$ cat src/logic/sifh_pkg.sv
`default_nettype none

package sifh_pkg;

    // timestamp and bin geometry
    localparam int STAMP_W = 8;
    // same width for coarse and fine bins
    localparam int NB = 4;
    localparam int NUM_BINS = 1 << NB;

    // pixel sweep shape
    localparam int PIXEL_NUM = 4;
    localparam int PIXEL_W = 2;
    // stamps per pixel per sweep
    localparam int DATA_NUM = 4;
    // sweeps per pass
    localparam int ACQ_NUM = 3;
    localparam int DATA_CNT_W = $clog2(DATA_NUM);
    localparam int ACQ_CNT_W = $clog2(ACQ_NUM);

    // count RAM, one histogram per pixel
    localparam int COUNT_W = 8;
    localparam int RAM_DEPTH = PIXEL_NUM * NUM_BINS;
    // pixel index on top, bin below
    localparam int ADDR_W = PIXEL_W + NB;

    // pass being collected
    typedef enum logic {PASS_CH, PASS_FH} pass_t;

    // sequencer states
    typedef enum logic {SEQ_COLLECT, SEQ_HOLD} seq_state_t;

    // peak register states
    typedef enum logic {PK_TRACK, PK_READOUT} peak_state_t;

endpackage

`default_nettype wire

$ cat src/logic/bin_accumulator.sv
`timescale 1ns/100ps
`default_nettype none

module bin_accumulator import sifh_pkg::*; (
    input  logic               clk,
    input  logic               combin_res,
    input  logic               s2_valid,
    input  logic               s2_accept,
    input  logic [NB-1:0]      s2_bin,
    input  logic [PIXEL_W-1:0] s2_pixel,
    input  logic               s2_last,
    output logic               s3_valid,
    output logic               s3_accept,
    output logic [COUNT_W-1:0] s3_count,
    output logic [NB-1:0]      s3_bin,
    output logic [PIXEL_W-1:0] s3_pixel,
    output logic               s3_last
);

    // one histogram per pixel
    logic [COUNT_W-1:0] count_ram [RAM_DEPTH];
    // set on first hit, a clear flag means count zero
    logic [RAM_DEPTH-1:0] bin_flags;

    logic [ADDR_W-1:0]  addr;
    logic [COUNT_W-1:0] next_count;
    logic               do_write;

    assign addr = {s2_pixel, s2_bin};

    // stale RAM content is hidden behind the flag
    assign next_count = bin_flags[addr] ? count_ram[addr] + 1'b1 : COUNT_W'(1);

    // last item's write would be wiped by the flash clear anyway
    assign do_write = s2_valid && s2_accept && !s2_last;

    // read-modify-write in one cycle, next hit sees the new value
    always_ff @(posedge clk) begin
        if (do_write) begin
            count_ram[addr] <= next_count;
        end
    end

    always_ff @(posedge clk or negedge combin_res) begin
        if (!combin_res) begin
            bin_flags <= '0;
            s3_valid  <= 1'b0;
            s3_accept <= 1'b0;
            s3_last   <= 1'b0;
        end else begin
            s3_valid  <= s2_valid;
            s3_accept <= s2_valid && s2_accept;
            s3_last   <= s2_valid && s2_last;
            if (s2_valid && s2_last) begin
                // flash clear between passes
                bin_flags <= '0;
            end else if (do_write) begin
                bin_flags[addr] <= 1'b1;
            end
        end
    end

    // count after this hit, bin and pixel for the peak stage
    always_ff @(posedge clk) begin
        if (s2_valid) begin
            s3_count <= next_count;
            s3_bin   <= s2_bin;
            s3_pixel <= s2_pixel;
        end
    end

    // a binned hit never shows up as a wrapped count
    a_no_wrap: assert property (
        @(posedge clk) disable iff (!combin_res)
        (s2_valid && s2_accept) |=> (s3_count != '0)
    );

endmodule

`default_nettype wire

$ cat src/logic/bin_mapper.sv
`timescale 1ns/100ps
`default_nettype none

module bin_mapper import sifh_pkg::*; (
    input  logic               clk,
    input  logic               combin_res,
    input  pass_t              pass,
    input  logic               s1_valid,
    input  logic [STAMP_W-1:0] s1_stamp,
    input  logic [PIXEL_W-1:0] s1_pixel,
    input  logic               s1_last,
    input  logic [NB-1:0]      coarse_bin,
    output logic [PIXEL_W-1:0] lookup_pixel,
    output logic               s2_valid,
    output logic               s2_accept,
    output logic [NB-1:0]      s2_bin,
    output logic [PIXEL_W-1:0] s2_pixel,
    output logic               s2_last
);

    logic [NB-1:0] upper_bits;
    logic [NB-1:0] lower_bits;
    logic          in_window;
    logic          accept;

    // coarse peak of this stamp's pixel comes back combinationally
    assign lookup_pixel = s1_pixel;

    assign upper_bits = s1_stamp[STAMP_W-1 -: NB];
    assign lower_bits = s1_stamp[NB-1:0];

    // fine window is the pixel's coarse peak bin
    assign in_window = (upper_bits == coarse_bin);

    // coarse pass bins everything
    assign accept = s1_valid && ((pass == PASS_CH) || in_window);

    always_ff @(posedge clk or negedge combin_res) begin
        if (!combin_res) begin
            s2_valid  <= 1'b0;
            s2_accept <= 1'b0;
            s2_last   <= 1'b0;
        end else begin
            s2_valid  <= s1_valid;
            s2_accept <= accept;
            // a dropped stamp still closes the pass
            s2_last   <= s1_valid && s1_last;
        end
    end

    // bin and pixel are payload only
    always_ff @(posedge clk) begin
        if (s1_valid) begin
            s2_bin   <= (pass == PASS_CH) ? upper_bits : lower_bits;
            s2_pixel <= s1_pixel;
        end
    end

endmodule

`default_nettype wire

$ cat src/logic/peak_register.sv
`timescale 1ns/100ps
`default_nettype none

module peak_register import sifh_pkg::*; (
    input  logic               clk,
    input  logic               combin_res,
    input  pass_t              pass,
    input  logic               s3_valid,
    input  logic               s3_accept,
    input  logic [COUNT_W-1:0] s3_count,
    input  logic [NB-1:0]      s3_bin,
    input  logic [PIXEL_W-1:0] s3_pixel,
    input  logic               s3_last,
    input  logic [PIXEL_W-1:0] lookup_pixel,
    output logic [NB-1:0]      coarse_bin,
    output logic               pass_done,
    output logic               result_valid,
    output logic [PIXEL_W-1:0] result_pixel,
    output logic [NB-1:0]      result_ch,
    output logic [NB-1:0]      result_fh,
    output logic [COUNT_W-1:0] result_count
);

    peak_state_t state;

    // running max and argmax per pixel
    logic [COUNT_W-1:0] max_cnt [PIXEL_NUM];
    logic [NB-1:0]      arg_bin [PIXEL_NUM];
    // coarse peaks kept across the fine pass
    logic [NB-1:0]      coarse_peak [PIXEL_NUM];

    logic [PIXEL_W-1:0] rd_pixel;
    logic               track_hit;
    logic               rd_last;

    // window lookup for the mapper
    assign coarse_bin = coarse_peak[lookup_pixel];

    // strictly greater, so a tie keeps the earlier bin
    assign track_hit = s3_valid && s3_accept && (s3_count > max_cnt[s3_pixel]);

    assign rd_last = (rd_pixel == PIXEL_W'(PIXEL_NUM - 1));

    always_ff @(posedge clk or negedge combin_res) begin
        if (!combin_res) begin
            state        <= PK_TRACK;
            rd_pixel     <= '0;
            pass_done    <= 1'b0;
            result_valid <= 1'b0;
            for (int p = 0; p < PIXEL_NUM; p++) begin
                max_cnt[p]     <= '0;
                arg_bin[p]     <= '0;
                coarse_peak[p] <= '0;
            end
        end else begin
            pass_done    <= 1'b0;
            result_valid <= 1'b0;
            case (state)
                PK_TRACK: begin
                    if (track_hit) begin
                        max_cnt[s3_pixel] <= s3_count;
                        arg_bin[s3_pixel] <= s3_bin;
                    end
                    if (s3_valid && s3_last) begin
                        if (pass == PASS_CH) begin
                            // commit coarse peaks including the last item
                            for (int p = 0; p < PIXEL_NUM; p++) begin
                                coarse_peak[p] <= (track_hit && s3_pixel == PIXEL_W'(p)) ?
                                                  s3_bin : arg_bin[p];
                                max_cnt[p]     <= '0;
                                arg_bin[p]     <= '0;
                            end
                            pass_done <= 1'b1;
                        end else begin
                            state <= PK_READOUT;
                        end
                    end
                end
                PK_READOUT: begin
                    // one pixel per cycle in pixel order
                    result_valid <= 1'b1;
                    rd_pixel     <= rd_pixel + 1'b1;
                    if (rd_last) begin
                        for (int p = 0; p < PIXEL_NUM; p++) begin
                            max_cnt[p] <= '0;
                            arg_bin[p] <= '0;
                        end
                        rd_pixel  <= '0;
                        pass_done <= 1'b1;
                        state     <= PK_TRACK;
                    end
                end
                default: state <= PK_TRACK;
            endcase
        end
    end

    // result fields are valid only with result_valid
    always_ff @(posedge clk) begin
        if (state == PK_READOUT) begin
            result_pixel <= rd_pixel;
            result_ch    <= coarse_peak[rd_pixel];
            result_fh    <= arg_bin[rd_pixel];
            result_count <= max_cnt[rd_pixel];
        end
    end

    // strobes only while the fine pass is still current
    a_result_in_fine: assert property (
        @(posedge clk) disable iff (!combin_res)
        result_valid |-> (pass == PASS_FH)
    );

endmodule

`default_nettype wire

$ cat src/logic/sifh_top.sv
`timescale 1ns/100ps
`default_nettype none

module sifh_top import sifh_pkg::*; (
    input  logic               clk,
    input  logic               combin_res,
    input  logic [STAMP_W-1:0] stamp,
    input  logic               stamp_valid,
    output logic               busy,
    output pass_t              pass,
    output logic               result_valid,
    output logic [PIXEL_W-1:0] result_pixel,
    output logic [NB-1:0]      result_ch,
    output logic [NB-1:0]      result_fh,
    output logic [COUNT_W-1:0] result_count
);

    // tagged stamps
    logic               s1_valid;
    logic [STAMP_W-1:0] s1_stamp;
    logic [PIXEL_W-1:0] s1_pixel;
    logic               s1_last;

    // mapped bins
    logic               s2_valid;
    logic               s2_accept;
    logic [NB-1:0]      s2_bin;
    logic [PIXEL_W-1:0] s2_pixel;
    logic               s2_last;

    // counted bins
    logic               s3_valid;
    logic               s3_accept;
    logic [COUNT_W-1:0] s3_count;
    logic [NB-1:0]      s3_bin;
    logic [PIXEL_W-1:0] s3_pixel;
    logic               s3_last;

    // coarse window lookup and pass end
    logic [PIXEL_W-1:0] lookup_pixel;
    logic [NB-1:0]      coarse_bin;
    logic               pass_done;

    stamp_sequencer stamp_sequencer_inst (
        .clk         (clk),
        .combin_res  (combin_res),
        .stamp       (stamp),
        .stamp_valid (stamp_valid),
        .pass_done   (pass_done),
        .busy        (busy),
        .pass        (pass),
        .s1_valid    (s1_valid),
        .s1_stamp    (s1_stamp),
        .s1_pixel    (s1_pixel),
        .s1_last     (s1_last)
    );

    bin_mapper bin_mapper_inst (
        .clk          (clk),
        .combin_res   (combin_res),
        .pass         (pass),
        .s1_valid     (s1_valid),
        .s1_stamp     (s1_stamp),
        .s1_pixel     (s1_pixel),
        .s1_last      (s1_last),
        .coarse_bin   (coarse_bin),
        .lookup_pixel (lookup_pixel),
        .s2_valid     (s2_valid),
        .s2_accept    (s2_accept),
        .s2_bin       (s2_bin),
        .s2_pixel     (s2_pixel),
        .s2_last      (s2_last)
    );

    bin_accumulator bin_accumulator_inst (
        .clk        (clk),
        .combin_res (combin_res),
        .s2_valid   (s2_valid),
        .s2_accept  (s2_accept),
        .s2_bin     (s2_bin),
        .s2_pixel   (s2_pixel),
        .s2_last    (s2_last),
        .s3_valid   (s3_valid),
        .s3_accept  (s3_accept),
        .s3_count   (s3_count),
        .s3_bin     (s3_bin),
        .s3_pixel   (s3_pixel),
        .s3_last    (s3_last)
    );

    peak_register peak_register_inst (
        .clk          (clk),
        .combin_res   (combin_res),
        .pass         (pass),
        .s3_valid     (s3_valid),
        .s3_accept    (s3_accept),
        .s3_count     (s3_count),
        .s3_bin       (s3_bin),
        .s3_pixel     (s3_pixel),
        .s3_last      (s3_last),
        .lookup_pixel (lookup_pixel),
        .coarse_bin   (coarse_bin),
        .pass_done    (pass_done),
        .result_valid (result_valid),
        .result_pixel (result_pixel),
        .result_ch    (result_ch),
        .result_fh    (result_fh),
        .result_count (result_count)
    );

endmodule

`default_nettype wire

$ cat src/logic/stamp_sequencer.sv
`timescale 1ns/100ps
`default_nettype none

module stamp_sequencer import sifh_pkg::*; (
    input  logic               clk,
    input  logic               combin_res,
    input  logic [STAMP_W-1:0] stamp,
    input  logic               stamp_valid,
    input  logic               pass_done,
    output logic               busy,
    output pass_t              pass,
    output logic               s1_valid,
    output logic [STAMP_W-1:0] s1_stamp,
    output logic [PIXEL_W-1:0] s1_pixel,
    output logic               s1_last
);

    seq_state_t state;

    // position of the next stamp within the pass
    logic [DATA_CNT_W-1:0] input_cnt;
    logic [PIXEL_W-1:0]    pixel_cnt;
    logic [ACQ_CNT_W-1:0]  acq_cnt;

    logic take;
    logic input_wrap;
    logic pixel_wrap;
    logic acq_wrap;
    logic pass_last;

    // stamps only count while collecting
    assign take = stamp_valid && (state == SEQ_COLLECT);

    assign input_wrap = (input_cnt == DATA_CNT_W'(DATA_NUM - 1));
    assign pixel_wrap = (pixel_cnt == PIXEL_W'(PIXEL_NUM - 1));
    assign acq_wrap   = (acq_cnt == ACQ_CNT_W'(ACQ_NUM - 1));

    // final stamp of the whole pass wraps all three counters
    assign pass_last = take && input_wrap && pixel_wrap && acq_wrap;

    // busy for the whole drain and readout
    assign busy = (state == SEQ_HOLD);

    always_ff @(posedge clk or negedge combin_res) begin
        if (!combin_res) begin
            state     <= SEQ_COLLECT;
            pass      <= PASS_CH;
            input_cnt <= '0;
            pixel_cnt <= '0;
            acq_cnt   <= '0;
            s1_valid  <= 1'b0;
            s1_last   <= 1'b0;
            s1_pixel  <= '0;
        end else begin
            s1_valid <= take;
            s1_last  <= pass_last;
            if (take) begin
                // tag with the pixel before the counters move
                s1_pixel  <= pixel_cnt;
                input_cnt <= input_wrap ? '0 : input_cnt + 1'b1;
                if (input_wrap) begin
                    pixel_cnt <= pixel_wrap ? '0 : pixel_cnt + 1'b1;
                    if (pixel_wrap) begin
                        acq_cnt <= acq_wrap ? '0 : acq_cnt + 1'b1;
                    end
                end
            end
            case (state)
                SEQ_COLLECT: begin
                    if (pass_last) begin
                        state <= SEQ_HOLD;
                    end
                end
                SEQ_HOLD: begin
                    // pass end seen downstream, flip to the other pass
                    if (pass_done) begin
                        state <= SEQ_COLLECT;
                        pass  <= (pass == PASS_CH) ? PASS_FH : PASS_CH;
                    end
                end
                default: state <= SEQ_COLLECT;
            endcase
        end
    end

    // stamp payload rides along without reset
    always_ff @(posedge clk) begin
        if (take) begin
            s1_stamp <= stamp;
        end
    end

    // peak register may only close a pass that this block has ended
    a_done_in_hold: assert property (
        @(posedge clk) disable iff (!combin_res)
        pass_done |-> (state == SEQ_HOLD)
    );

endmodule

`default_nettype wire

$ cat config.mk
export PLATFORM = sky130hd
export DESIGN_NAME = sifh_top
export DESIGN_NICKNAME = d
export VERILOG_FILES = /design/src/logic/sifh_pkg.sv /design/src/logic/bin_accumulator.sv /design/src/logic/bin_mapper.sv /design/src/logic/peak_register.sv /design/src/logic/sifh_top.sv /design/src/logic/stamp_sequencer.sv
export SDC_FILE = /design/constraint.sdc
export NUM_CORES = 1
export LEC_CHECK = 0
export ABC_CLOCK_PERIOD_IN_PS = 7100
export BUFFER_PORTS_ARGS = -buffer_cell sky130_fd_sc_hd__buf_2
export CAP_MARGIN = 20
export CORE_MARGIN = 2
export CORE_UTILIZATION = 60
export DETAILED_ROUTE_END_ITERATION = 12
export PLACE_DENSITY = 0.76
export SLEW_MARGIN = 25
export SYNTH_ARGS = -nofsm -noshare
export SYNTH_HDL_FRONTEND = slang
export SYNTH_SLANG_ARGS = --single-unit
$ cat constraint.sdc
create_clock -name clk -period 7.1 [get_ports clk]
set_clock_uncertainty 0.2 [all_clocks]
set_input_delay 0.71 -clock clk [delete_from_list [all_inputs] [get_ports clk]]
set_output_delay 0.71 -clock clk [all_outputs]
set_load 0.05 [all_outputs]
### Yosys cells after proc, flatten, opt, wreduce, memory -nomap -nowiden

Memory sizes are Yosys's and may differ from the RTL's. A register that Yosys moved wholly into a read port is not among the register bits.
Index checks and enable logic that the tools add are counted.

| word-level totals | value |
|---|---|
| register bits after elaboration | 197 |
| bits in writable memories | 512 |
| input port bits | 11 |
| output and inout bits | 21 |
| logic and storage cells | 158 |
| memories | 1 |

| operators by class | value |
|---|---|
| add/sub/neg operators | 5 |
| order comparisons | 7 |
| eq/ne operators | 9 |
| mux-type cells | 62 |
| bitwise logic cells | 7 |
| reductions and logical operators | 26 |

Memory list:

| name | words | width | rd ports | clocked after Yosys merged registers in | write ports | RTL line | text |
|---|---|---|---|---|---|---|---|
| bin_accumulator_inst.count_ram | 64 | 8 | 1 | 1 | 1 | bin_accumulator.sv:21 | `logic [COUNT_W-1:0] count_ram [RAM_DEPTH];` |

Operators with widths:

| cell | count |
|---|---|
| $mux W32 | 4 |
| $mux W64 | 2 |
| $mux W16 | 4 |
| $or A64 B64 Y64 | 1 |
| $pmux W32 S2 | 1 |
| $mux W4 | 12 |
| $mux W8 | 6 |
| $bmux W8 S2 | 2 |
| $bwmux W32 | 1 |
| $pmux W16 S2 | 1 |
| $bmux W4 S2 | 3 |
| $logic_and A1 B1 Y1 | 18 |
| $bwmux W16 | 1 |
| $demux W8 S2 | 1 |
| $mux W1 | 13 |
| $eq A2 B2 Y1 const B | 6 |
| $ge A3 B3 Y1 const B | 3 |
| $not A2 Y3 | 3 |
| $add A2 B1 Y2 const B | 4 |
| $add A8 B1 Y8 const B | 1 |
| $demux W4 S2 | 1 |
| $gt A8 B8 Y1 | 1 |
| $mux W2 | 4 |
| $lt A6 B7 Y1 const B | 1 |
| 16 further kinds | 22 |

### Depth between registers and ports, before layout

Gate-level depths: netlist of run 1.

| logic depth | value |
|---|---|
| word-level depth | 10 |
| depth in mapped cells | 14 |
| mapped depth without buffers | 10 |

### Cells and area by module

Synthesis of run 1 repeated with hierarchy kept, for this count alone.

| unflattened totals | value |
|---|---|
| cell total of the unflattened synthesis | 1754 |
| area, all modules | 28944.0 sq um |

By module, submodules not included:

| module | instances | cells an instance | area each (sq um) | sequential area each (sq um) |
|---|---|---|---|---|
| bin_accumulator | 1 | 1386 | 23301.1 | 17471.8 |
| peak_register | 1 | 302 | 4516.8 | 2267.2 |
| stamp_sequencer | 1 | 44 | 755.7 | 540.5 |
| bin_mapper | 1 | 22 | 370.4 | 255.2 |

### Least setup slack after synthesis of run 1

Ideal clock, no wire load.

| timing | value |
|---|---|
| path type | register to register |
| from | register with a tool-made name |
| to | memory bin_accumulator_inst.count_ram[0][7], data pin |
| library setup time | 0.568 ns |
| data arrival time | 4.446 ns |
| data required time | 6.332 ns |
| slack | 1.886 ns |
| stages on the path, launching flop included | 11 |
| buffers on the path | 5 |
| period minus slack after synthesis | 5.214 ns |
| cell sequence | dfxtp_1 buf_4 buf_6 buf_6 buf_2 buf_2 mux4_2 mux4_2 mux4_2 nand3b_1 mux2i_1 |

RTL lines:

| what | RTL line |
|---|---|
| to (decl) | bin_accumulator.sv:21 |

==> key figures, run 1 <==
Outcome
  • Outcome: finished with violations
  • Violated checks: hold timing

STA
  • Crit share post-route: 76.8%
  • Final worst slack: 1.65 ns
  • Hold Vio Cnt, Final: 6
  • Post-route minimum period: 5.45 ns
  • FMAX: 183 MHz
  • Hold slack final: -0.0134 ns
  • Setup TNS: 0 ns
  • Slew HR: 26.2%
  • Final Slew Violations: 0
  • Finish-stage setup viols: 0
  • RSZ-0062 raised after global routing: false
  • Worst slew pin tran: 1.10 ns

Floorplanning
  • Chip height: 223 µm
  • Core ar.: 47500 µm²
  • Die ar.: 49800 µm²
  • Top Ports: 32
  • FP Rows: 80
  • Die W: 223 µm
  • Initial Util: 60.6%

Synth
  • Area share of the largest cell type after synthesis: 58.1%
  • Post-synth EDFFs: 558
  • Ys Warns: 0
  • Yosys cell types: 63
  • Commonest cells post-synth: 558 x edfxtp_1, 153 x mux4_2, 151 x dfrtp_1
  • Synthesized area per cell: 18.2 µm²
  • Syn Inst Count: 1585
  • Most common flop cell mapped by yosys: edfxtp_1
  • Synthesized flop and latch total: 715
  • Post-Syn Area: 28800 µm²
  • Seq/Total Area, Yosys: 71.7%
  • Synth async-reset ratio: 21.1%
  • Synth area leaders: edfxtp_1 58%, dfrtp_1 13%, mux4_2 12%
  • Count leader, synth: edfxtp_1
  • Synth Net Count: 1608
  • Post-synth top area cell: edfxtp_1

Setup path
  • Buf/Inv on CP: 2
  • Setup CP Type: flop to flop
  • Crit-path slowest cell: dfxtp_4
  • Worst-path fanout max: 40
  • Worst setup EP type: flop
  • Delay-heaviest family, CP: multiplexers
  • Worst path arrival time: 5.62 ns
  • Startpoint Class: flop
  • CP required: 7.27 ns
  • Cell Chain, Critical Path: buf_4, mux4_1, a22o_1, a221oi_1, a32oi_1, o211ai_1, nor2_1, mux2i_4, buf_4
  • Most frequent CP cell: buf_4
  • Max stage delay on crit path: 0.87 ns

Placement
  • Area after DPL: 29700 µm²
  • GPL Wtd Cong: 0.951
  • Pre-CTS WS: 1.82 ns
  • Placed cells: 2171
  • # port buffers: 31
  • DP HPWL: 42800 µm

Detailed routing
  • Pre-antenna DRT Iters: 6
  • Drt drc: 0
  • DRT Wirelength: 70400 µm
  • DR vias: 15.9k
  • Detail Route Antenna Nets: 0
  • Per-cell routed wire length: 30.6 µm
  • Post-DR vias/cell: 6.92
  • Number of DRC markers in iteration 0: 2289

Clock network
  • Number of buffers created by CTS: 71
  • CTS tree: done
  • Clk_lat worst skew: 0.63 ns
  • Hold buffers post-CTS: 0
  • # resized after CTS: 0
  • Clk sink count: 715
  • CTS clock-pin slew for the worst setup and hold paths: 0.06 ns
  • Root Driver: clkbuf_16
  • Post-CTS Setup Inserts: 0
  • H-tree depth: 3
  • Max Buffers Root-to-Sink: 3

Global route
  • Vias in the first global route: 16.1k
  • Global route overflow: 0
  • First-pass GRT wire length: 105000 µm
  • Initial antenna violation count: 2
  • Largest net degree at the start of global routing: 95
  • Total GRT Usage: 29.2%

Pwr
  • Peak VDD IR: 0.241 mV
  • Power per cell area: 377 nW/µm²
  • Pleak: 11.8 nW

Flow run
  • MaxCap Viol Count: 0

Finish
  • Final instance area: 32100 µm²
  • Finished Layout Cells: 2303
  • Layout cells sized above 1: 24.3%
  • Final nets: 1652
  • Area grow syn2layout: 11.2%

Min path
  • Hold Path Class: primary input to asynchronous set/reset pin
==> state kept, by name, summed over array words and instances, names as in the netlist, 4 cells and up, named ones only <==
name / cells
bin_accumulator_inst.s3_count: 8
peak_register_inst.result_ch: 4
peak_register_inst.arg_bin: 16
bin_mapper_inst.s2_bin: 4
peak_register_inst.max_cnt: 32
stamp_sequencer_inst.s1_stamp: 8
peak_register_inst.result_fh: 4
bin_accumulator_inst.bin_flags: 64
bin_accumulator_inst.count_ram: 512
bin_accumulator_inst.s3_bin: 4
peak_register_inst.coarse_peak: 16
peak_register_inst.result_count: 8
==> cells by family (layout without fill, tap and decap cells) <==
family                   after synthesis  in the layout  share of synthesized area (%)
AND/OR/NAND/NOR                      250            250                           4.00
buffers and inverters                118            220                           2.12
flip-flops                           715            715                           71.7
other                                  0              1                              0
adder cells (fa/ha/maj)               12             12                          0.521
AO/OA/AOI/OAI                        247            247                           6.19
multiplexers                         236            236                           15.3
XOR/XNOR                               7              7                          0.213
==> where the power goes <==
group / switching [mW] / internal (mW)
clock network: 1.57 / 2.24
registers: 0.377 / 5.56
logic: 1.50 / 0.849
==> metrics by stage <==
step | utilization, % | power, mW
2_1_floorplan | - | 7.42
3_3_place_gp | 62.3 | 8.17
3_5_place_dp | 62.4 | 8.30
4_1_cts | 67.4 | 12.1
5_1_grt | 67.4 | 12.5
6_report | 67.4 | 12.1
==> placed cells by master, fill, tap and decap left out, types with 4 or more instances in the layout <==
cell type	n
nand3b_1	5
mux4_2	153
o21ai_0	15
nor3_1	10
clkbuf_16	76
nand2b_1	14
nand3_1	19
and2_1	4
ha_1	12
o22ai_1	10
nor2_1	93
mux4_1	6
clkbuf_1	27
nor2b_1	7
edfxtp_1	558
mux2_2	29
inv_1	20
o21a_1	5
buf_4	36
a21oi_1	41
a21o_1	61
or3_1	10
clkbuf_8	8
dfrtp_1	151
clkinv_2	9
mux2i_1	46
buf_2	30
bufinv_16	5
xnor2_1	7
a221oi_1	7
nor2_2	36
nand2_1	27
a22oi_1	25
a22o_1	50
a31oi_1	5
==> worst paths after layout <==
kind / end / slack (ns) / depth (start not counted) / startpoint
max reg2reg: bin_accumulator_inst.count_ram[44][6] / 1.65 / 9 / flop
min: peak_register_inst.max_cnt[11] / -0.01 / 1 / combin_res
max: bin_accumulator_inst.count_ram[44][6] / 1.65 / 9 / flop
max in group asynchronous: bin_accumulator_inst.bin_flags[4] / 5.38 / 2 / combin_res
min reg2reg: bin_mapper_inst.s2_last / 0.27 / 1 / stamp_sequencer_inst.s1_last
min in group clk: stamp_sequencer_inst.s1_stamp[0] / 0.06 / 1 / stamp[0]
==> area by class of cell <==
class                      count  area (µm²)
tap                          615         769
sequential                   715       20700
antenna                        1        2.50
inverter                      21        78.8
fill                        2928       15500
timing repair buffer          68         452
clock buffer                 111        2110
multi-input combinational    752        7730
clock inverter                20         254
==> routing by layer <==
layer,wire length [µm],vias up,track usage (%)
met1,26500,8215,41.3
met5,16,-,0
met4,3180,2,13.2
met3,7530,229,6.53
li1,-,6431,-
met2,33100,1050,44.3
==> worst register-to-register path, delay by kind of cell, from the launching register on <==
family / cells / cell delay (ns)
AO/OA/AOI/OAI: 4 / 1.36
buffers and inverters: 2 / 1.18
flip-flops: 1 / 0.87
multiplexers: 2 / 1.46
AND/OR/NAND/NOR: 1 / 0.12
No activity file was read; power rests on OpenSTA's default activity.
==> inputs of run 2 (changes only) <==
--- a/config.mk
+++ b/config.mk
@@ -5,7 +5,7 @@
 export SDC_FILE = /design/constraint.sdc
 export NUM_CORES = 1
 export LEC_CHECK = 0
-export ABC_CLOCK_PERIOD_IN_PS = 7100
+export ABC_CLOCK_PERIOD_IN_PS = 5560
 export BUFFER_PORTS_ARGS = -buffer_cell sky130_fd_sc_hd__buf_2
 export CAP_MARGIN = 20
 export CORE_MARGIN = 2
==> constraint.sdc (replaced) <==
create_clock -name clk -period 5.56 [get_ports clk]
set_clock_uncertainty 0.2 [all_clocks]
set_input_delay 0.556 -clock clk [delete_from_list [all_inputs] [get_ports clk]]
set_output_delay 0.556 -clock clk [all_outputs]
set_load 0.05 [all_outputs]
==> run 2 against run 1 <==
Effect of this change: the run now ends clean; setup slack worse by 0.84 ns; core utilization up 0.49 points; non-clock buffer count up 38; die area unchanged; design area up 0.73%; cell count up 1.2%; sequential share of layout area down 0.46 points; largest power group unchanged; clock power up 22%; hold slack better by 0.20 ns; critical path type unchanged; critical path depth up 1; global-route usage up 0.83 points; combinational power up 32%.
==> key figures, run 2 (synthesis gave the netlist of run 1 again) <==
Outcome
  • Outcome: finished clean (was finished with violations)

Floorplanning
  • Top Ports: 32 (unchanged)
  • Die ar.: 49800 µm² (unchanged)
  • Initial Util: 60.6% (unchanged)
  • Core ar.: 47500 µm² (unchanged)
  • FP Rows: 80 (unchanged)
  • Chip height: 223 µm (unchanged)
  • Die W: 223 µm (unchanged)

Global route
  • Largest net degree at the start of global routing: 100 (was 95)
  • Total GRT Usage: 30.0% (was 29.2%)
  • First-pass GRT wire length: 107000 µm (was 105000 µm)
  • Global route overflow: 0 (unchanged)
  • Initial antenna violation count: 0 (was 2)
  • Vias in the first global route: 16.3k (was 16.1k)

Pwr
  • Peak VDD IR: 0.344 mV (was 0.241 mV)
  • Power per cell area: 474 nW/µm² (was 377 nW/µm²)
  • Pleak: 11.9 nW (was 11.8 nW)

Detailed routing
  • Post-DR vias/cell: 6.90 (was 6.92)
  • DR vias: 16.1k (was 15.9k)
  • Per-cell routed wire length: 31.0 µm (was 30.6 µm)
  • Drt drc: 0 (unchanged)
  • DRT Wirelength: 72300 µm (was 70400 µm)
  • Pre-antenna DRT Iters: 6 (unchanged)
  • Number of DRC markers in iteration 0: 2195 (was 2289)
  • Detail Route Antenna Nets: 0 (unchanged)

Clock network
  • Hold buffers post-CTS: 9 (was 0)
  • Max Buffers Root-to-Sink: 3 (unchanged)
  • CTS tree: done (unchanged)
  • # resized after CTS: 0 (unchanged)
  • Root Driver: clkbuf_16 (unchanged)
  • Clk sink count: 715 (unchanged)
  • H-tree depth: 3 (unchanged)
  • Number of buffers created by CTS: 69 (was 71)
  • Post-CTS Setup Inserts: 0 (unchanged)
  • Clk_lat worst skew: 0.61 ns (was 0.63 ns)
  • CTS clock-pin slew for the worst setup and hold paths: 0.06 ns (about the same)

Finish
  • Area grow syn2layout: 12.1% (was 11.2%)
  • Inserted Diodes: 0 (was 1)
  • Commonest non-fill, non-tap cells in the layout: 558 x edfxtp_1, 153 x mux4_2, 150 x dfrtp_1 (was 558 x edfxtp_1, 153 x mux4_2, 151 x dfrtp_1)
  • Largest regs: bin_accumulator_inst.count_ram (512), bin_accumulator_inst.bin_flags (64), peak_register_inst.max_cnt (32) (unchanged)
  • Layout cells sized above 1: 25.3% (was 24.3%)
  • Final nets: 1688 (was 1652)
  • Largest Register: bin_accumulator_inst.count_ram (unchanged)
  • Max FFs per register: 512 (unchanged)
  • Most common cell after layout, fill and taps aside: edfxtp_1 (unchanged)
  • Fin util: 67.9% (was 67.4%)

Min path
  • Worst Hold Depth: 2
  • Hold Path Class: primary input to flop (was primary input to asynchronous set/reset pin)

STA
  • FMAX: 210 MHz (was 183 MHz)
  • Worst slew pin tran: 1.10 ns (about the same)
  • Final Slew Violations: 0 (unchanged)
  • Setup TNS: 0 ns (unchanged)
  • Finish-stage setup viols: 0 (unchanged)
  • Hold Vio Cnt, Final: 0 (was 6)
  • Crit share post-route: 85.5% (was 76.8%)
  • RSZ-0062 raised after global routing: false (unchanged)
  • Slew HR: 26.5% (was 26.2%)
  • Post-route minimum period: 4.75 ns (was 5.45 ns)

Placement
  • # port buffers: 31 (unchanged)
  • GPL Wtd Cong: 0.906 (was 0.951)
  • DP HPWL: 43700 µm (was 42800 µm)

Setup path
  • WP depth: 10 (was 9)
  • Delay-heaviest family, CP: compound AO/OA/AOI/OAI gates (was multiplexers)
  • Max stage delay on crit path: 0.70 ns (was 0.87 ns)
  • Most frequent CP cell: buf_4 (unchanged)
  • Worst path arrival time: 4.98 ns (was 5.62 ns)
  • Crit-path slowest cell: nor2_4 (was dfxtp_4)
  • Cell Chain, Critical Path: buf_4, buf_4, mux4_1, a22o_1, a221oi_1, a32oi_1, o211ai_1, xnor2_1, nor2_4, buf_12 (was buf_4, mux4_1, a22o_1, a221oi_1, a32oi_1, o211ai_1, nor2_1, mux2i_4, buf_4)
  • R2R cell count: 10 (was 9)
  • Startpoint Class: flop (unchanged)
  • CP required: 5.79 ns (was 7.27 ns)
  • Buf/Inv on CP: 3 (was 2)
  • Setup CP Type: flop to flop (unchanged)
  • Worst setup EP type: flop (unchanged)
  • Worst-path fanout max: 33 (was 40)

Flow run
  • MaxCap Viol Count: 0 (unchanged)
[run 2: cell count changes in the layout (fill, tap and decap cells not counted), sizes merged]
| cell | before | now |
|---|---|---|
| clkinv | 14 | 24 |
| diode | 1 | 0 |
| buf | 68 | 97 |
| clkinvlp | 1 | 4 |
| bufinv | 5 | 7 |
| clkbuf | 111 | 87 |
| dlygate4sd3 | 0 | 9 |
[run 2: final timing paths]
check / start / end / slack, ns
min in group asynchronous: combin_res / peak_register_inst.rd_pixel[1] / 0.42
max in group asynchronous: combin_res / bin_accumulator_inst.bin_flags[49] / 3.42
min: stamp_valid / stamp_sequencer_inst.s1_valid / 0.19
max: flop / bin_accumulator_inst.count_ram[40][4] / 0.81
max reg2reg: flop / bin_accumulator_inst.count_ram[40][4] / 0.81
min reg2reg: bin_accumulator_inst.bin_flags[60] / bin_accumulator_inst.bin_flags[60] / 0.27
[run 2: area by class of cell]
class	count	area (µm²)
timing repair buffer	106	838
fill	2896	15200
clock buffer	87	1870
inverter	21	78.8
sequential	715	20700
tap	615	769
clock inverter	35	352
multi-input combinational	752	7730
[run 2: per-stage QoR]
stage          setup slack (ns)  cell area (µm²)  hold WS, ns  std cells  power [mW]
3_5_place_dp              0.934            30000        0.256       2199        10.7
5_1_grt                   0.650            32300        0.204       2331        15.8
4_1_cts                   0.913            32300        0.172       2330        15.3
2_1_floorplan             0.346            28800       0.0604       1585        9.48
6_report                  0.807            32300        0.191       2331        15.3
3_3_place_gp              0.788            29900        0.252       2199        10.5
[run 2: metal layers]
metal / global-route usage (%) / share of wire (%) / up-vias
met2: 46.0 / 47 / 1098
met5: 0 / 0 / -
met1: 41.3 / 37 / 8253
met3: 7.51 / 11 / 234
met4: 14.0 / 4.9 / 0
li1: - / - / 6499
[run 2: power by group]
| part | total (mW) | leakage (nW) | internal [mW] | switching (mW) |
|---|---|---|---|---|
| Sequential | 7.55 | 7.17 | 7.09 | 0.463 |
| Clock | 4.65 | 1.08 | 2.70 | 1.95 |
| Combinational | 3.11 | 3.66 | 1.17 | 1.95 |
| Total | 15.3 | 11.9 | 11.0 | 4.36 |
==> inputs of run 3 (changes only) <==
--- a/config.mk
+++ b/config.mk
@@ -12,7 +12,9 @@
 export CORE_UTILIZATION = 60
 export DETAILED_ROUTE_END_ITERATION = 12
 export PLACE_DENSITY = 0.76
+export RECOVER_POWER = 25
 export SLEW_MARGIN = 25
 export SYNTH_ARGS = -nofsm -noshare
 export SYNTH_HDL_FRONTEND = slang
 export SYNTH_SLANG_ARGS = --single-unit
+export TNS_END_PERCENT = 1
==> run 3 against run 2 <==
Effect of this change: the flow now finishes with violations (capacitance limit, slew limit); via count shrank 0.29%; hold slack gained 0.075 ns; design area shrank 0.25%; combinational power is essentially flat; total power is essentially flat; cell count is the same; flip-flop and latch count is the same; setup slack gained 0.011 ns; die area is the same; global-route usage is the same; critical path depth is the same; critical path type unchanged; critical endpoint unchanged; largest power group unchanged; highest routed layer unchanged.
==> key figures, run 3 (synthesis gave the netlist of run 1 again) <==
Detailed routing
  • Number of DRC markers in iteration 0: 2065 (was 2195)
  • Detail Route Antenna Nets: 0 (unchanged)
  • DR vias: 16.0k (was 16.1k)
  • Per-cell routed wire length: 31.0 µm (about the same)
  • Drt drc: 0 (unchanged)
  • DRT Wirelength: 72300 µm (about the same)
  • Post-DR vias/cell: 6.88 (was 6.90)
  • Pre-antenna DRT Iters: 8 (was 6)

Setup path
  • Delay-heaviest family, CP: compound AO/OA/AOI/OAI gates (unchanged)
  • Startpoint Class: flop (unchanged)
  • Buf/Inv on CP: 3 (unchanged)
  • WP depth: 10 (unchanged)
  • R2R cell count: 10 (unchanged)
  • CP required: 5.78 ns (was 5.79 ns)
  • Crit-path slowest cell: nor2_4 (unchanged)
  • Worst path arrival time: 4.97 ns (was 4.98 ns)
  • Cell Chain, Critical Path: buf_4, buf_4, mux4_1, a22o_1, a221oi_1, a32oi_1, o211ai_1, xnor2_1, nor2_4, buf_12 (unchanged)
  • Worst setup EP type: flop (unchanged)
  • Setup CP Type: flop to flop (unchanged)
  • Most frequent CP cell: buf_4 (unchanged)
  • Worst-path fanout max: 33 (unchanged)
  • Max stage delay on crit path: 0.70 ns (about the same)

Clock network
  • CTS tree: done (unchanged)
  • H-tree depth: 3 (unchanged)
  • # resized after CTS: 0 (unchanged)
  • Root Driver: clkbuf_16 (unchanged)
  • Number of buffers created by CTS: 69 (unchanged)
  • Clk_lat worst skew: 0.60 ns (was 0.61 ns)
  • Clk sink count: 715 (unchanged)
  • Post-CTS Setup Inserts: 0 (unchanged)
  • Max Buffers Root-to-Sink: 3 (unchanged)
  • CTS clock-pin slew for the worst setup and hold paths: 0.06 ns (about the same)

Pwr
  • Internal: 11.0 mW (about the same)
  • Reg power frac: 49.3% (about the same)
  • Power per cell area: 475 nW/µm² (was 474 nW/µm²)
  • Peak VDD IR: 0.346 mV (was 0.344 mV)
  • Switching share of power: 28.5% (about the same)
  • Gate power share: 20.3% (about the same)
  • Clock Power Share: 30.4% (about the same)
  • Pleak: 11.8 nW (was 11.9 nW)
  • Psw: 4.36 mW (about the same)

Finish
  • Max FFs per register: 512 (unchanged)
  • Final nets: 1688 (unchanged)
  • Layout cells sized above 1: 23.2% (was 25.3%)
  • Area grow syn2layout: 11.8% (was 12.1%)
  • Largest regs: bin_accumulator_inst.count_ram (512), bin_accumulator_inst.bin_flags (64), peak_register_inst.max_cnt (32) (unchanged)
  • Commonest non-fill, non-tap cells in the layout: 558 x edfxtp_1, 153 x mux4_2, 151 x dfrtp_1 (was 558 x edfxtp_1, 153 x mux4_2, 150 x dfrtp_1)
  • Finished Layout Cells: 2331 (unchanged)
  • Largest Register: bin_accumulator_inst.count_ram (unchanged)
  • FILL cells: 2920 (was 2896)
  • Inserted Diodes: 0 (unchanged)
  • Fin util: 67.8% (was 67.9%)
  • Final instance area: 32200 µm² (was 32300 µm²)
  • Most common cell after layout, fill and taps aside: edfxtp_1 (unchanged)

STA
  • Finish-stage setup viols: 0 (unchanged)
  • Final Slew Violations: 155 (was 0)
  • Post-route minimum period: 4.74 ns (was 4.75 ns)
  • Setup TNS: 0 ns (unchanged)
  • FMAX: 211 MHz (was 210 MHz)
  • Slew HR: -61.7% (was 26.5%)
  • Worst slew pin tran: 2.42 ns (was 1.10 ns)
  • Final worst slack: 0.817 ns (was 0.807 ns)
  • Crit share post-route: 85.3% (was 85.5%)
  • RSZ-0062 raised after global routing: false (unchanged)
  • Hold Vio Cnt, Final: 0 (unchanged)

Outcome
  • Outcome: finished with violations (was finished clean)
  • Violated checks: capacitance limit, slew limit

Placement
  • Placed cells: 2199 (unchanged)
  • DP HPWL: 43700 µm (unchanged)
  • Pre-CTS WS: 0.934 ns (unchanged)
  • GPL Wtd Cong: 0.906 (unchanged)
  • Area after DPL: 30000 µm² (unchanged)
  • # port buffers: 31 (unchanged)

Global route
  • Largest net degree at the start of global routing: 100 (unchanged)
  • Global route overflow: 0 (unchanged)
  • Total GRT Usage: 30.0% (unchanged)
  • Initial antenna violation count: 0 (unchanged)
  • Vias in the first global route: 16.3k (unchanged)
  • First-pass GRT wire length: 107000 µm (unchanged)

Flow run
  • MaxCap Viol Count: 2 (was 0)

Min path
  • Hold Path Class: flop to flop (was primary input to flop)
  • Worst Hold Depth: 1 (was 2)

Floorplanning
  • Initial Util: 60.6% (unchanged)
  • FP Rows: 80 (unchanged)
  • Chip height: 223 µm (unchanged)
  • Die W: 223 µm (unchanged)
  • Core ar.: 47500 µm² (unchanged)
  • Die ar.: 49800 µm² (unchanged)
  • Top Ports: 32 (unchanged)
-- run 3: final cells by class --
| type | count | area, µm² | area share [%] |
|---|---|---|---|
| Clock buffer | 87 | 1870 | 5.79 |
| Clock inverter | 35 | 352 | 1.09 |
| Multi-Input combinational cell | 752 | 7720 | 24.0 |
| Sequential cell | 715 | 20700 | 64.1 |
| Inverter | 21 | 78.8 | 0.245 |
| Timing Repair Buffer | 106 | 769 | 2.39 |
| Tap cell | 615 | 769 | 2.39 |
-- run 3: metrics by stage --
| stage | hold slack, ns | power [mW] |
|---|---|---|
| 3_5_place_dp | 0.256 | 10.7 |
| 6_report | 0.266 | 15.3 |
| 4_1_cts | 0.172 | 15.3 |
| 2_1_floorplan | 0.0604 | 9.48 |
| 5_1_grt | 0.286 | 15.8 |
| 3_3_place_gp | 0.252 | 10.5 |
-- run 3: per-layer routing --
| layer | track usage (%) | part of all wire [%] |
|---|---|---|
| met5 | 0 | 0 |
| met4 | 14.0 | 4.6 |
| met3 | 7.51 | 11 |
| met2 | 46.0 | 47 |
| met1 | 41.3 | 37 |
-- run 3: path summary, 6_finish.rpt --
path | from | end | slack, ns
hold / removal | bin_accumulator_inst.bin_flags[60] | bin_accumulator_inst.bin_flags[60] | 0.27
setup reg to reg | flop | bin_accumulator_inst.count_ram[40][4] | 0.82
max in group asynchronous | combin_res | bin_accumulator_inst.bin_flags[12] | 1.63
setup / recovery | flop | bin_accumulator_inst.count_ram[40][4] | 0.82
min in group asynchronous | combin_res | peak_register_inst.arg_bin[14] | 1.04
hold reg to reg | bin_accumulator_inst.bin_flags[60] | bin_accumulator_inst.bin_flags[60] | 0.27
-- run 3: power groups by stage --
stage          combinational (mW)  sequential, mW  clock, mW
3_5_place_dp                 3.01            7.64          0
3_3_place_gp                 2.89            7.62          0
5_1_grt                      3.32            7.60       4.88
2_1_floorplan                2.01            7.46          0
6_report                     3.11            7.55       4.66
4_1_cts                      3.05            7.55       4.68
-- run 3: what timing repair did --
item | in CTS | in global routing
hold buffers | 9 | 0
endpoints found under the hold margin | 106 | 0
endpoints found under the setup margin | 0 | 0
